## src/common/lc3b_types.sv

```systemverilog
`default_nettype none

package lc3b_types;

    // ~~~~~~~~~~~~~~~~~~~~~~~~~~~~~~~~~~~~~~~~
    // Basic words
    // ~~~~~~~~~~~~~~~~~~~~~~~~~~~~~~~~~~~~~~~~

    typedef logic [15:0] lc3b_word;
    typedef logic [1:0]  lc3b_mem_wmask;    // Bit 0 is the low byte

    localparam int LINE_OFFSET_BITS = 4;   // 16-byte line

    // ~~~~~~~~~~~~~~~~~~~~~~~~~~~~~~~~~~~~~~~~
    // Cache line and CPU request
    // ~~~~~~~~~~~~~~~~~~~~~~~~~~~~~~~~~~~~~~~~

    // Read as eight words, written by byte merge
    typedef union packed {
        lc3b_word [7:0]        words;
        logic     [15:0][7:0]  bytes;
    } lc3b_line;

    typedef struct packed {
        logic          read;
        logic          write;
        lc3b_word      address;
        lc3b_word      wdata;
        lc3b_mem_wmask byte_enable;
    } lc3b_cpu_req;

    typedef enum logic [1:0] {
        CHECK,
        WRITEBACK,
        FILL
    } cache_state_e;

endpackage : lc3b_types

`default_nettype wire

```

## src/d_cache/d_cache_datapath.sv

```systemverilog
`default_nettype none

module d_cache_datapath
    import lc3b_types::*;
#(
    parameter int INDEX_BITS = 3
)
(
    input  wire logic   clk,
    input  wire logic   rst_n,
    input  lc3b_cpu_req cpu_req,
    input  wire logic   load_hit,
    input  wire logic   load_fill,
    input  lc3b_line    pmem_rdata,
    output logic        hit,
    output logic        hit_way,
    output logic        lru_way,
    output logic        victim_dirty,
    output logic [15-LINE_OFFSET_BITS-INDEX_BITS:0] victim_tag,
    output lc3b_word    mem_rdata,
    output lc3b_line    pmem_wdata
);

    localparam int TAG_BITS = 16 - LINE_OFFSET_BITS - INDEX_BITS;
    localparam int SETS     = 1 << INDEX_BITS;

    // ~~~~~~~~~~~~~~~~~~~~~~~~~~~~~~~~~~~~~~~~
    // Storage
    // ~~~~~~~~~~~~~~~~~~~~~~~~~~~~~~~~~~~~~~~~

    logic [TAG_BITS-1:0]   tag_q  [2][SETS];
    lc3b_line              data_q [2][SETS];
    logic [1:0][SETS-1:0]  valid_q;
    logic [1:0][SETS-1:0]  dirty_q;
    logic [SETS-1:0]       lru_q;              // Way to replace next

    logic [TAG_BITS-1:0]   req_tag;
    logic [INDEX_BITS-1:0] index;
    logic [2:0]            word_off;
    logic                  hit0;
    logic                  hit1;
    lc3b_line              hit_line;
    lc3b_line              merged_line;

    assign req_tag  = cpu_req.address[15 -: TAG_BITS];
    assign index    = cpu_req.address[LINE_OFFSET_BITS +: INDEX_BITS];
    assign word_off = cpu_req.address[LINE_OFFSET_BITS-1:1];

    // ~~~~~~~~~~~~~~~~~~~~~~~~~~~~~~~~~~~~~~~~
    // Lookup
    // ~~~~~~~~~~~~~~~~~~~~~~~~~~~~~~~~~~~~~~~~

    assign hit0    = valid_q[0][index] && (tag_q[0][index] == req_tag);
    assign hit1    = valid_q[1][index] && (tag_q[1][index] == req_tag);
    assign hit     = hit0 || hit1;
    assign hit_way = hit1;

    assign lru_way      = lru_q[index];
    assign victim_dirty = dirty_q[lru_way][index];
    assign victim_tag   = tag_q[lru_way][index];
    assign pmem_wdata   = data_q[lru_way][index];

    assign hit_line  = data_q[hit_way][index];
    assign mem_rdata = hit_line.words[word_off];

    // Byte merge of the CPU write into the hit line
    always_comb
    begin
        merged_line = hit_line;
        if (cpu_req.byte_enable[0])
            merged_line.bytes[{word_off, 1'b0}] = cpu_req.wdata[7:0];
        if (cpu_req.byte_enable[1])
            merged_line.bytes[{word_off, 1'b1}] = cpu_req.wdata[15:8];
    end

    // ~~~~~~~~~~~~~~~~~~~~~~~~~~~~~~~~~~~~~~~~
    // Updates
    // ~~~~~~~~~~~~~~~~~~~~~~~~~~~~~~~~~~~~~~~~

    always_ff @(posedge clk)
    begin
        if (load_fill)
        begin
            data_q[lru_way][index] <= pmem_rdata;
            tag_q[lru_way][index]  <= req_tag;
        end
        else if (load_hit && cpu_req.write)
        begin
            data_q[hit_way][index] <= merged_line;
        end
    end

    always_ff @(posedge clk or negedge rst_n)
    begin
        if (!rst_n)
        begin
            valid_q <= '0;
            dirty_q <= '0;
            lru_q   <= '0;
        end
        else if (load_fill)
        begin
            valid_q[lru_way][index] <= 1'b1;
            dirty_q[lru_way][index] <= 1'b0;    // Fresh line from memory
            lru_q[index]            <= ~lru_way;
        end
        else if (load_hit)
        begin
            lru_q[index] <= ~hit_way;
            if (cpu_req.write)
                dirty_q[hit_way][index] <= 1'b1;
        end
    end

    // A fill never duplicates a line that is already present in the set
    assert property (@(posedge clk) disable iff (!rst_n) !(hit0 && hit1));

endmodule : d_cache_datapath

`default_nettype wire

```

## src/d_cache/d_cache_control.sv

```systemverilog
`default_nettype none

module d_cache_control
    import lc3b_types::*;
#(
    parameter int INDEX_BITS = 3
)
(
    input  wire logic   clk,
    input  wire logic   rst_n,
    input  lc3b_cpu_req cpu_req,
    input  wire logic   hit,
    input  wire logic   lru_way,
    input  wire logic   victim_dirty,
    input  wire logic [15-LINE_OFFSET_BITS-INDEX_BITS:0] victim_tag,
    input  wire logic   pmem_resp,
    output logic        load_hit,
    output logic        load_fill,
    output logic        mem_resp,
    output logic        pmem_read,
    output logic        pmem_write,
    output lc3b_word    pmem_address
);

    localparam int TAG_BITS = 16 - LINE_OFFSET_BITS - INDEX_BITS;

    cache_state_e          state_q;
    cache_state_e          state_d;
    logic                  req_active;
    logic [TAG_BITS-1:0]   req_tag;
    logic [INDEX_BITS-1:0] index;
    lc3b_word              victim_addr;
    lc3b_word              fill_addr;

    assign req_active = cpu_req.read || cpu_req.write;
    assign req_tag    = cpu_req.address[15 -: TAG_BITS];
    assign index      = cpu_req.address[LINE_OFFSET_BITS +: INDEX_BITS];

    // Line aligned addresses for the two memory transfers
    assign victim_addr = {victim_tag, index, {LINE_OFFSET_BITS{1'b0}}};
    assign fill_addr   = {req_tag, index, {LINE_OFFSET_BITS{1'b0}}};

    // ~~~~~~~~~~~~~~~~~~~~~~~~~~~~~~~~~~~~~~~~
    // State register
    // ~~~~~~~~~~~~~~~~~~~~~~~~~~~~~~~~~~~~~~~~

    always_ff @(posedge clk or negedge rst_n)
    begin
        if (!rst_n)
            state_q <= CHECK;
        else
            state_q <= state_d;
    end

    // ~~~~~~~~~~~~~~~~~~~~~~~~~~~~~~~~~~~~~~~~
    // Next state and outputs
    // ~~~~~~~~~~~~~~~~~~~~~~~~~~~~~~~~~~~~~~~~

    always_comb
    begin
        state_d      = state_q;
        load_hit     = 1'b0;
        load_fill    = 1'b0;
        mem_resp     = 1'b0;
        pmem_read    = 1'b0;
        pmem_write   = 1'b0;
        pmem_address = fill_addr;

        unique case (state_q)
            CHECK:
            begin
                if (req_active && hit)
                begin
                    mem_resp = 1'b1;            // Single-cycle hit
                    load_hit = 1'b1;
                end
                else if (req_active)
                begin
                    state_d = victim_dirty ? WRITEBACK : FILL;
                end
            end

            WRITEBACK:
            begin
                pmem_write   = 1'b1;
                pmem_address = victim_addr;     // Old line of the LRU way
                if (pmem_resp)
                    state_d = FILL;
            end

            FILL:
            begin
                pmem_read = 1'b1;
                if (pmem_resp)
                begin
                    load_fill = 1'b1;           // Into the LRU way
                    state_d   = CHECK;
                end
            end

            default:
            begin
                state_d = CHECK;
            end
        endcase
    end

    // Victim way stays fixed while the miss is being serviced
    assert property (@(posedge clk) disable iff (!rst_n)
        (state_q == WRITEBACK) && !pmem_resp |=> $stable(lru_way));

    assert property (@(posedge clk) disable iff (!rst_n)
        mem_resp |-> (cpu_req.read || cpu_req.write));

endmodule : d_cache_control

`default_nettype wire

```

## src/d_cache/d_cache.sv

```systemverilog
`default_nettype none

module d_cache
    import lc3b_types::*;
#(
    parameter int INDEX_BITS = 3
)
(
    input  wire logic   clk,
    input  wire logic   rst_n,
    input  lc3b_cpu_req cpu_req,
    input  wire logic   pmem_resp,
    input  lc3b_line    pmem_rdata,
    output logic        mem_resp,
    output lc3b_word    mem_rdata,
    output logic        pmem_read,
    output logic        pmem_write,
    output lc3b_word    pmem_address,
    output lc3b_line    pmem_wdata,
    output lc3b_word    l1_miss_counter
);

    localparam int TAG_BITS = 16 - LINE_OFFSET_BITS - INDEX_BITS;

    logic                hit;
    logic                lru_way;
    logic                victim_dirty;
    logic [TAG_BITS-1:0] victim_tag;
    logic                load_hit;
    logic                load_fill;

    // Line fills since reset, wraps at 16 bits
    always_ff @(posedge clk or negedge rst_n)
    begin
        if (!rst_n)
            l1_miss_counter <= '0;
        else if (pmem_read && pmem_resp)
            l1_miss_counter <= l1_miss_counter + 16'd1;
    end

    d_cache_datapath #(
        .INDEX_BITS (INDEX_BITS)
    ) datapath0 (
        .clk          (clk),
        .rst_n        (rst_n),
        .cpu_req      (cpu_req),
        .load_hit     (load_hit),
        .load_fill    (load_fill),
        .pmem_rdata   (pmem_rdata),
        .hit          (hit),
        .hit_way      (),
        .lru_way      (lru_way),
        .victim_dirty (victim_dirty),
        .victim_tag   (victim_tag),
        .mem_rdata    (mem_rdata),
        .pmem_wdata   (pmem_wdata)
    );

    d_cache_control #(
        .INDEX_BITS (INDEX_BITS)
    ) control0 (
        .clk          (clk),
        .rst_n        (rst_n),
        .cpu_req      (cpu_req),
        .hit          (hit),
        .lru_way      (lru_way),
        .victim_dirty (victim_dirty),
        .victim_tag   (victim_tag),
        .pmem_resp    (pmem_resp),
        .load_hit     (load_hit),
        .load_fill    (load_fill),
        .mem_resp     (mem_resp),
        .pmem_read    (pmem_read),
        .pmem_write   (pmem_write),
        .pmem_address (pmem_address)
    );

    // Memory port carries one request kind at a time
    assert property (@(posedge clk) disable iff (!rst_n) !(pmem_read && pmem_write));

endmodule : d_cache

`default_nettype wire

```

## config.mk

```make
export PLATFORM = sky130hd
export DESIGN_NAME = d_cache
export DESIGN_NICKNAME = d
export VERILOG_FILES = /design/src/common/lc3b_types.sv /design/src/d_cache/d_cache_datapath.sv /design/src/d_cache/d_cache_control.sv /design/src/d_cache/d_cache.sv
export SDC_FILE = /design/constraint.sdc
export NUM_CORES = 2
export LEC_CHECK = 0
export BUFFER_PORTS_ARGS = -buffer_cell sky130_fd_sc_hd__buf_2
export CORE_ASPECT_RATIO = 0.8
export CORE_MARGIN = 3
export CORE_UTILIZATION = 45
export DETAILED_ROUTE_END_ITERATION = 7
export GPL_ROUTABILITY_DRIVEN = 0
export PLACE_DENSITY = 0.74
export REMOVE_ABC_BUFFERS = 1
export SYNTH_ARGS = -nofsm -noshare
export SYNTH_HDL_FRONTEND = slang
export SYNTH_SLANG_ARGS = --single-unit
```

## constraint.sdc

```tcl
create_clock -name clk -period 9.49 [get_ports clk]
set_clock_uncertainty 0.15 [all_clocks]
set_input_delay 0.4745 -clock clk [delete_from_list [all_inputs] [get_ports clk]]
set_output_delay 0.4745 -clock clk [all_outputs]
set_load 0.005 [all_outputs]
```

# After elaboration in Yosys (flattened, before gate mapping)
# Memory sizes are Yosys's and may differ from the RTL's.
# Index checks and enable logic that the tools add are counted.
[word_totals]
regBits = 58
ramBits = 2192
in_bits = 167
output_inout_bits = 179
wordCells = 131
n_memories = 2
[op_classes]
n_addsub = 1
order_cmp = 13
n_eq_ne = 8
muxes = 74
bitwise_logic = 7
n_reduce_logical = 19
[mem_list]
columns = ["name", "words", "width", "rd", "rd_ports_with_merged_regs", "write_ports", "line", "rtl"]
rows = [
  ["datapath0.data_q", 2, 1024, 2, 0, 1, "d_cache_datapath.sv:32", "lc3b_line data_q [2][SETS];"],
  ["datapath0.tag_q", 2, 72, 3, 0, 1, "d_cache_datapath.sv:31", "logic [TAG_BITS-1:0] tag_q [2][SETS];"],
]
[op_table]
columns = ["cell", "n"]
rows = [
  ["$mux 1024", 4],
  ["$reduce_or 1024->1", 1],
  ["$mux 128", 7],
  ["$bmux 128 s3", 2],
  ["$demux 128 s3", 1],
  ["$bwmux 128", 2],
  ["$bmux 9 s3", 3],
  ["$mux 16", 5],
  ["$mux 72", 1],
  ["$mux 8", 8],
  ["$mux 9", 7],
  ["$bmux 16 s3", 1],
  ["$demux 8 s3", 2],
  ["$or 16x16->16", 2],
  ["$demux 9 s3", 1],
  ["$eq 9x9->1", 2],
  ["$add 16x1->16 const B", 1],
  ["$and 16x16->16", 1],
  ["$bwmux 8", 2],
  ["$demux 8 s1", 2],
  ["$not 16->16", 1],
  ["$mux 1", 15],
  ["$bmux 1 s3", 4],
  ["$logic_and 1x1->1", 11],
  ["22 further kinds", 36],
]

# Logic depth before layout (Yosys ltp)
[depth]
word_depth = 16
depth_mapped = 19
ltp_nobuf = 11

# Cells and area by module
# A second synthesis with hierarchy kept.
[unflattened]
cells_unflattened = 6792
hier_area_um2 = 105433.6
[by_module_without_submodules]
columns = ["module", "instances", "cells_per_inst", "area_per_inst_um2", "seq_area_each_um2"]
rows = [
  ["d_cache_datapath", 1, 6699, 104413.9, 66824.1],
  ["d_cache", 1, 59, 711.9, 400.4],
  ["d_cache_control", 1, 34, 307.8, 50.0],
]

# Worst setup path before layout
# No wires, ideal clock.
[synth_path]
kind = "input port to flip-flop"
startpoint = "input cpu_req[23] in the netlist's numbering"
endpoint = "memory datapath0.data_q[1][0] in the netlist's numbering, enable pin"
setup_time_ns = 0.617
arrival_time_ns = 8.973
required_ns = 8.723
setup_slack_ns = -0.250
path_stages = 14
n_path_buf = 3
cell_sequence = "buf_6 > mux2_1 > mux4_2 > or4_4 > a2bb2o_4 > nor4_4 > buf_6 > inv_2 > a211oi_2 > nand2_2 > buf_2 > nor2_2 > a21oi_2 > nor2_1"
[synth_via]
elab_chain_len = 16
elab_cells_between_ends = 34
classes_between = "order compare (2); eq/ne (2); mux (22); bitwise (1); reduce/logical (7)"
[synth_rtl]
columns = ["item", "line", "rtl"]
rows = [
  ["from (decl)", "d_cache.sv:11", "input lc3b_cpu_req cpu_req,"],
  ["$not 3->4 (not written as such)", "n/a", ""],
  ["$bmux 9 s3 (on tied branches)", "d_cache_datapath.sv:53, d_cache_datapath.sv:54", ""],
  ["$mux 9 (on tied branches) (2 in a row)", "d_cache_datapath.sv:53, d_cache_datapath.sv:54", ""],
  ["$eq 9x9->1 (on tied branches)", "d_cache_datapath.sv:53, d_cache_datapath.sv:54", ""],
  ["$logic_and 1x1->1 (on tied branches)", "d_cache_datapath.sv:53, d_cache_datapath.sv:54", ""],
  ["$logic_or 1x1->1", "d_cache_datapath.sv:55", "assign hit = hit0 || hit1;"],
  ["$logic_and 1x1->1", "d_cache_control.sv:72", "if (req_active && hit)"],
  ["$mux 1", "d_cache_control.sv:72", ""],
  ["$mux 1", "d_cache_control.sv:69", "unique case (state_q)"],
  ["$logic_and 1x1->1", "d_cache_datapath.sv:87", "else if (load_hit && cpu_req.write)"],
  ["$mux 1", "d_cache_datapath.sv:87", ""],
  ["$mux 1", "d_cache_datapath.sv:82", "if (load_fill)"],
  ["$mux 1024 (not written as such)", "d_cache_datapath.sv:89", "data_q[hit_way][index] <= merged_line;"],
  ["$reduce_or 1024->1 (no source line)", "n/a", ""],
  ["$mux 1 (no source line) / $mux 1024 (equally long branches)", "n/a", ""],
  ["to (decl)", "d_cache_datapath.sv:32", ""],
]
# Several ways; a longest one is shown, not always the timed one. The select of a mux whose other input is x is not followed.

==> run summary <==
* flop to primary output — WS Path Type
* 17.08 mW — internal power summed over all cells
* 7416 — NumNets Final
* 345700 um — Routed Wire Length
* 0.4557 — Initial Util
* 1.870 ns — worst setup slack after layout
* completed — result of the run
* 23.12 mW — Total Power
* 4 — number of levels in the clock H-tree
* 10546 — non-filler cells, final
* 32.78 um — routed wirelength normalized by instance count
* 4 — Bufs and invs on worst path
* 0.485 — Flop pwr share
* 158 — Core Rows
* 0 — number of setup buffers added after CTS
* 242100 um2 — DIE AREA
* 0 — overall overflow remaining after global route
* 6 — number of detailed-route iterations in the first pass
* 111500 um2 — Area after DPL
* 0.07405 — relative slew slack
* 340 — number of I/O port buffers
* edfxtp_1 — top_reg_cell synth
* 11240 — DR iter-0 viols
* 1.389 ns — Slew @ Worst Pin
* 43 — highest net fanout along the worst path
* mux2_1 > mux4_2 > or4_4 > a2bb2o_4 > nor4_4 > buf_12 > buf_4 > buf_4 > mux4_2 > a22oi_1 > nand2_1 > a222oi_1 > o211ai_1 > buf_2 — sequence of cells on the critical path
* false — RSZ-0062 raised after global routing
* 195.0 nW/um2 — power density cells
* 0 ns — final sum of negative setup slack
* 106300 um2 — netlist area before placement
* 131.2 MHz — top achievable clock speed
* 68761 — vias in the first global route
* buffers and inverters — cell family with the largest share of critical-path delay
* 6.674 — Via density
* 0.6329 — share of the yosys chip area belonging to registers
* 0.5084 — Final Core Density
* 11.58% — Synth-to-Final Area Change
* 10118 — placed cells
* 0.03432 ns — worst-case hold slack
* 118600 um2 — area of all placed cells without fillers
* 0 — number of pins exceeding their max-slew limit in the final report
* 0.2099 — fraction of final layout cells with drive strength greater than 1
* 0.149 — relative contribution of combinational cells to total power
* 0.1616 mV — Max IR drop VDD
* 18870 — fill cell total of the finished layout
* 0.02578 — share of flip-flops with an asynchronous set or reset after synthesis
* 0 — Fin. Hold Viols
* 0 — Syn. warnings
* 549.4 um — die width
* 0 — max-cap check violation count
* 0.2787 — overall global routing resource usage
* 0 — post-route DRC violation count
* buf_4 — Crit-path slowest cell
* 440.7 um — chip height
* 0.90 ns — clock latency on the worst-skew pair
* 7.00 ns — WP data arrival
* 491100 um — global-route wire length before repair
* 2192 — number of flops mapped to enable cells by yosys
* 2.145 ns — Post-Place Worst Slack
* 199600 um — HPWL after DPL
* 0.8029 — final worst-path cycle share
* 7.620 ns — final period demand of the worst path
* 233300 um2 — floorplan core area
* flop — Worst setup SP type
* 70384 — overall via count from detail_route
* 36060 um2 — total area of multi-input combinational cells
* clkbuf_16 — CTS Root Cell
* 0.366 — share of total power in the clock network
* 89 — number of distinct library cell variants in the gate-level netlist after synthesis
* primary input to flop — kind of path behind the tightest hold check
* 0.07 ns — Clock Pin Slew Worst Setup and Hold Paths
* 4 — clock tree buffer depth
* 6939 — cell count after synthesis
* 8.87 ns — critical path required time
* 215 — Inserted Clock Buffers
* primary output — crit path capture type
* 164 — largest net degree at the start of global routing
* 39.20 nW — LEAKAGE
* 0.72 ns — Max stage delay on crit path
* 67270 um2 — FF+latch area
* 2250 — Sink Count
* yes — clock tree from TritonCTS
* 15.32 um2 — mean instance size in the synthesized netlist
* 346 — I/O pins
* 0 — endpoints failing setup
* 2250 — register bit count reported by yosys
* 16 — initial antenna violation count
* 0.2613 — Net Sw Frac
* 0 — remaining number of nets flagged by the antenna check after routing
* 6.041 mW — net switching power
==> worst paths after layout <==
check / from / endpoint / slack (ns) / depth (start not counted)
max in group asynchronous: rst_n / datapath0.lru_q[5] / 8.51 / 3
setup reg to reg: datapath0.tag_q[1][53] / datapath0.data_q[0][449] / 2.90 / 13
hold / removal: pmem_rdata[101] / datapath0.data_q[1][229] / 0.03 / 4
hold reg to reg: datapath0.valid_q[1] / datapath0.valid_q[1] / 0.32 / 1
setup / recovery: datapath0.tag_q[1][53] / mem_rdata[2] / 1.87 / 14
min in group asynchronous: rst_n / l1_miss_counter[6] / 0.17 / 3
==> synthesized netlist by cell type, types with 58 or more instances <==
master    instances  share of area
nor4_1          101         0.0059
edfxtp_1       2192           0.62
o22ai_1         322          0.019
mux4_2          537           0.11
clkbuf_1        281         0.0099
o21ai_0         185         0.0087
mux2i_1         837          0.079
a21oi_1         423          0.020
a22oi_1          84         0.0059
buf_2            78         0.0037
dfrtp_1          58          0.014
nand2_1        1036          0.037
nor2_1          124         0.0044
==> cell usage in the layout, fill, tap and decap left out, types with 100 or more instances in the layout <==
| cell | count |
|---|---|
| nand2_1 | 1028 |
| o21ai_0 | 179 |
| a21oi_1 | 422 |
| edfxtp_1 | 2192 |
| mux4_2 | 537 |
| buf_4 | 190 |
| nor2_1 | 100 |
| mux2i_1 | 837 |
| o22ai_1 | 322 |
| nor4_1 | 101 |
| buf_2 | 337 |
| clkbuf_16 | 217 |
==> logic make-up (layout without fill, tap and decap cells) <==
| kind of cell | after synthesis | count (layout) | share of synthesized area |
|---|---|---|---|
| other | 1 | 21 | 0.00003528 |
| multiplexers | 1434 | 1434 | 0.2038 |
| AND/OR/NAND/NOR | 1409 | 1409 | 0.05663 |
| XOR/XNOR | 29 | 29 | 0.002390 |
| AO/OA/AOI/OAI | 1275 | 1275 | 0.07369 |
| flip-flops | 2250 | 2250 | 0.6329 |
| adder cells (fa/ha/maj) | 1 | 1 | 0.0001177 |
| buffers and inverters | 540 | 1007 | 0.03040 |
==> worst min-delay path: stages <==
cell     delay [ns]
buf_2          0.07
nand2_1        0.08
o21ai_0        0.09
buf_4          0.20
==> registers in the layout (all words and copies together) (netlist names) <==
signal             flops
control0.state_q       2
datapath0.dirty_q     16
datapath0.data_q    2048
datapath0.lru_q        8
datapath0.tag_q      144
l1_miss_counter       16
datapath0.valid_q     16
==> cell type report <==
class                   count  share of cell area
flip-flops and latches   2250              0.5672
multi-input cells        4152              0.3040
clock buffers             260             0.04748
repair buffers            617             0.03861
well taps                3120             0.03291
clock inverters           118            0.008967
inverters                  12           0.0004431
diodes                     17           0.0003587
==> metal layers <==
layer | vias up | global-route usage | part of all wire
met5 | - | 0 | 0.000061
met4 | 4 | 0.1328 | 0.056
li1 | 28373 | - | -
met2 | 5558 | 0.4218 | 0.45
met1 | 35510 | 0.3734 | 0.35
met3 | 939 | 0.07773 | 0.14
==> power groups by stage <==
stage | clock network, mW | registers [mW] | logic [mW]
after floorplan | 0 | 11.4 | 3.44
after global placement | 0 | 11.4 | 3.31
after detailed placement | 0 | 11.4 | 3.37
after CTS | 8.50 | 11.2 | 3.40
after global routing | 8.91 | 11.2 | 3.62
final | 8.47 | 11.2 | 3.44
==> what timing repair did <==
action,in CTS,in global routing
hold buffers,33,0
endpoints found under the hold margin,488,0
resized for setup,0,0
Power figures use the tool's default switching activity.
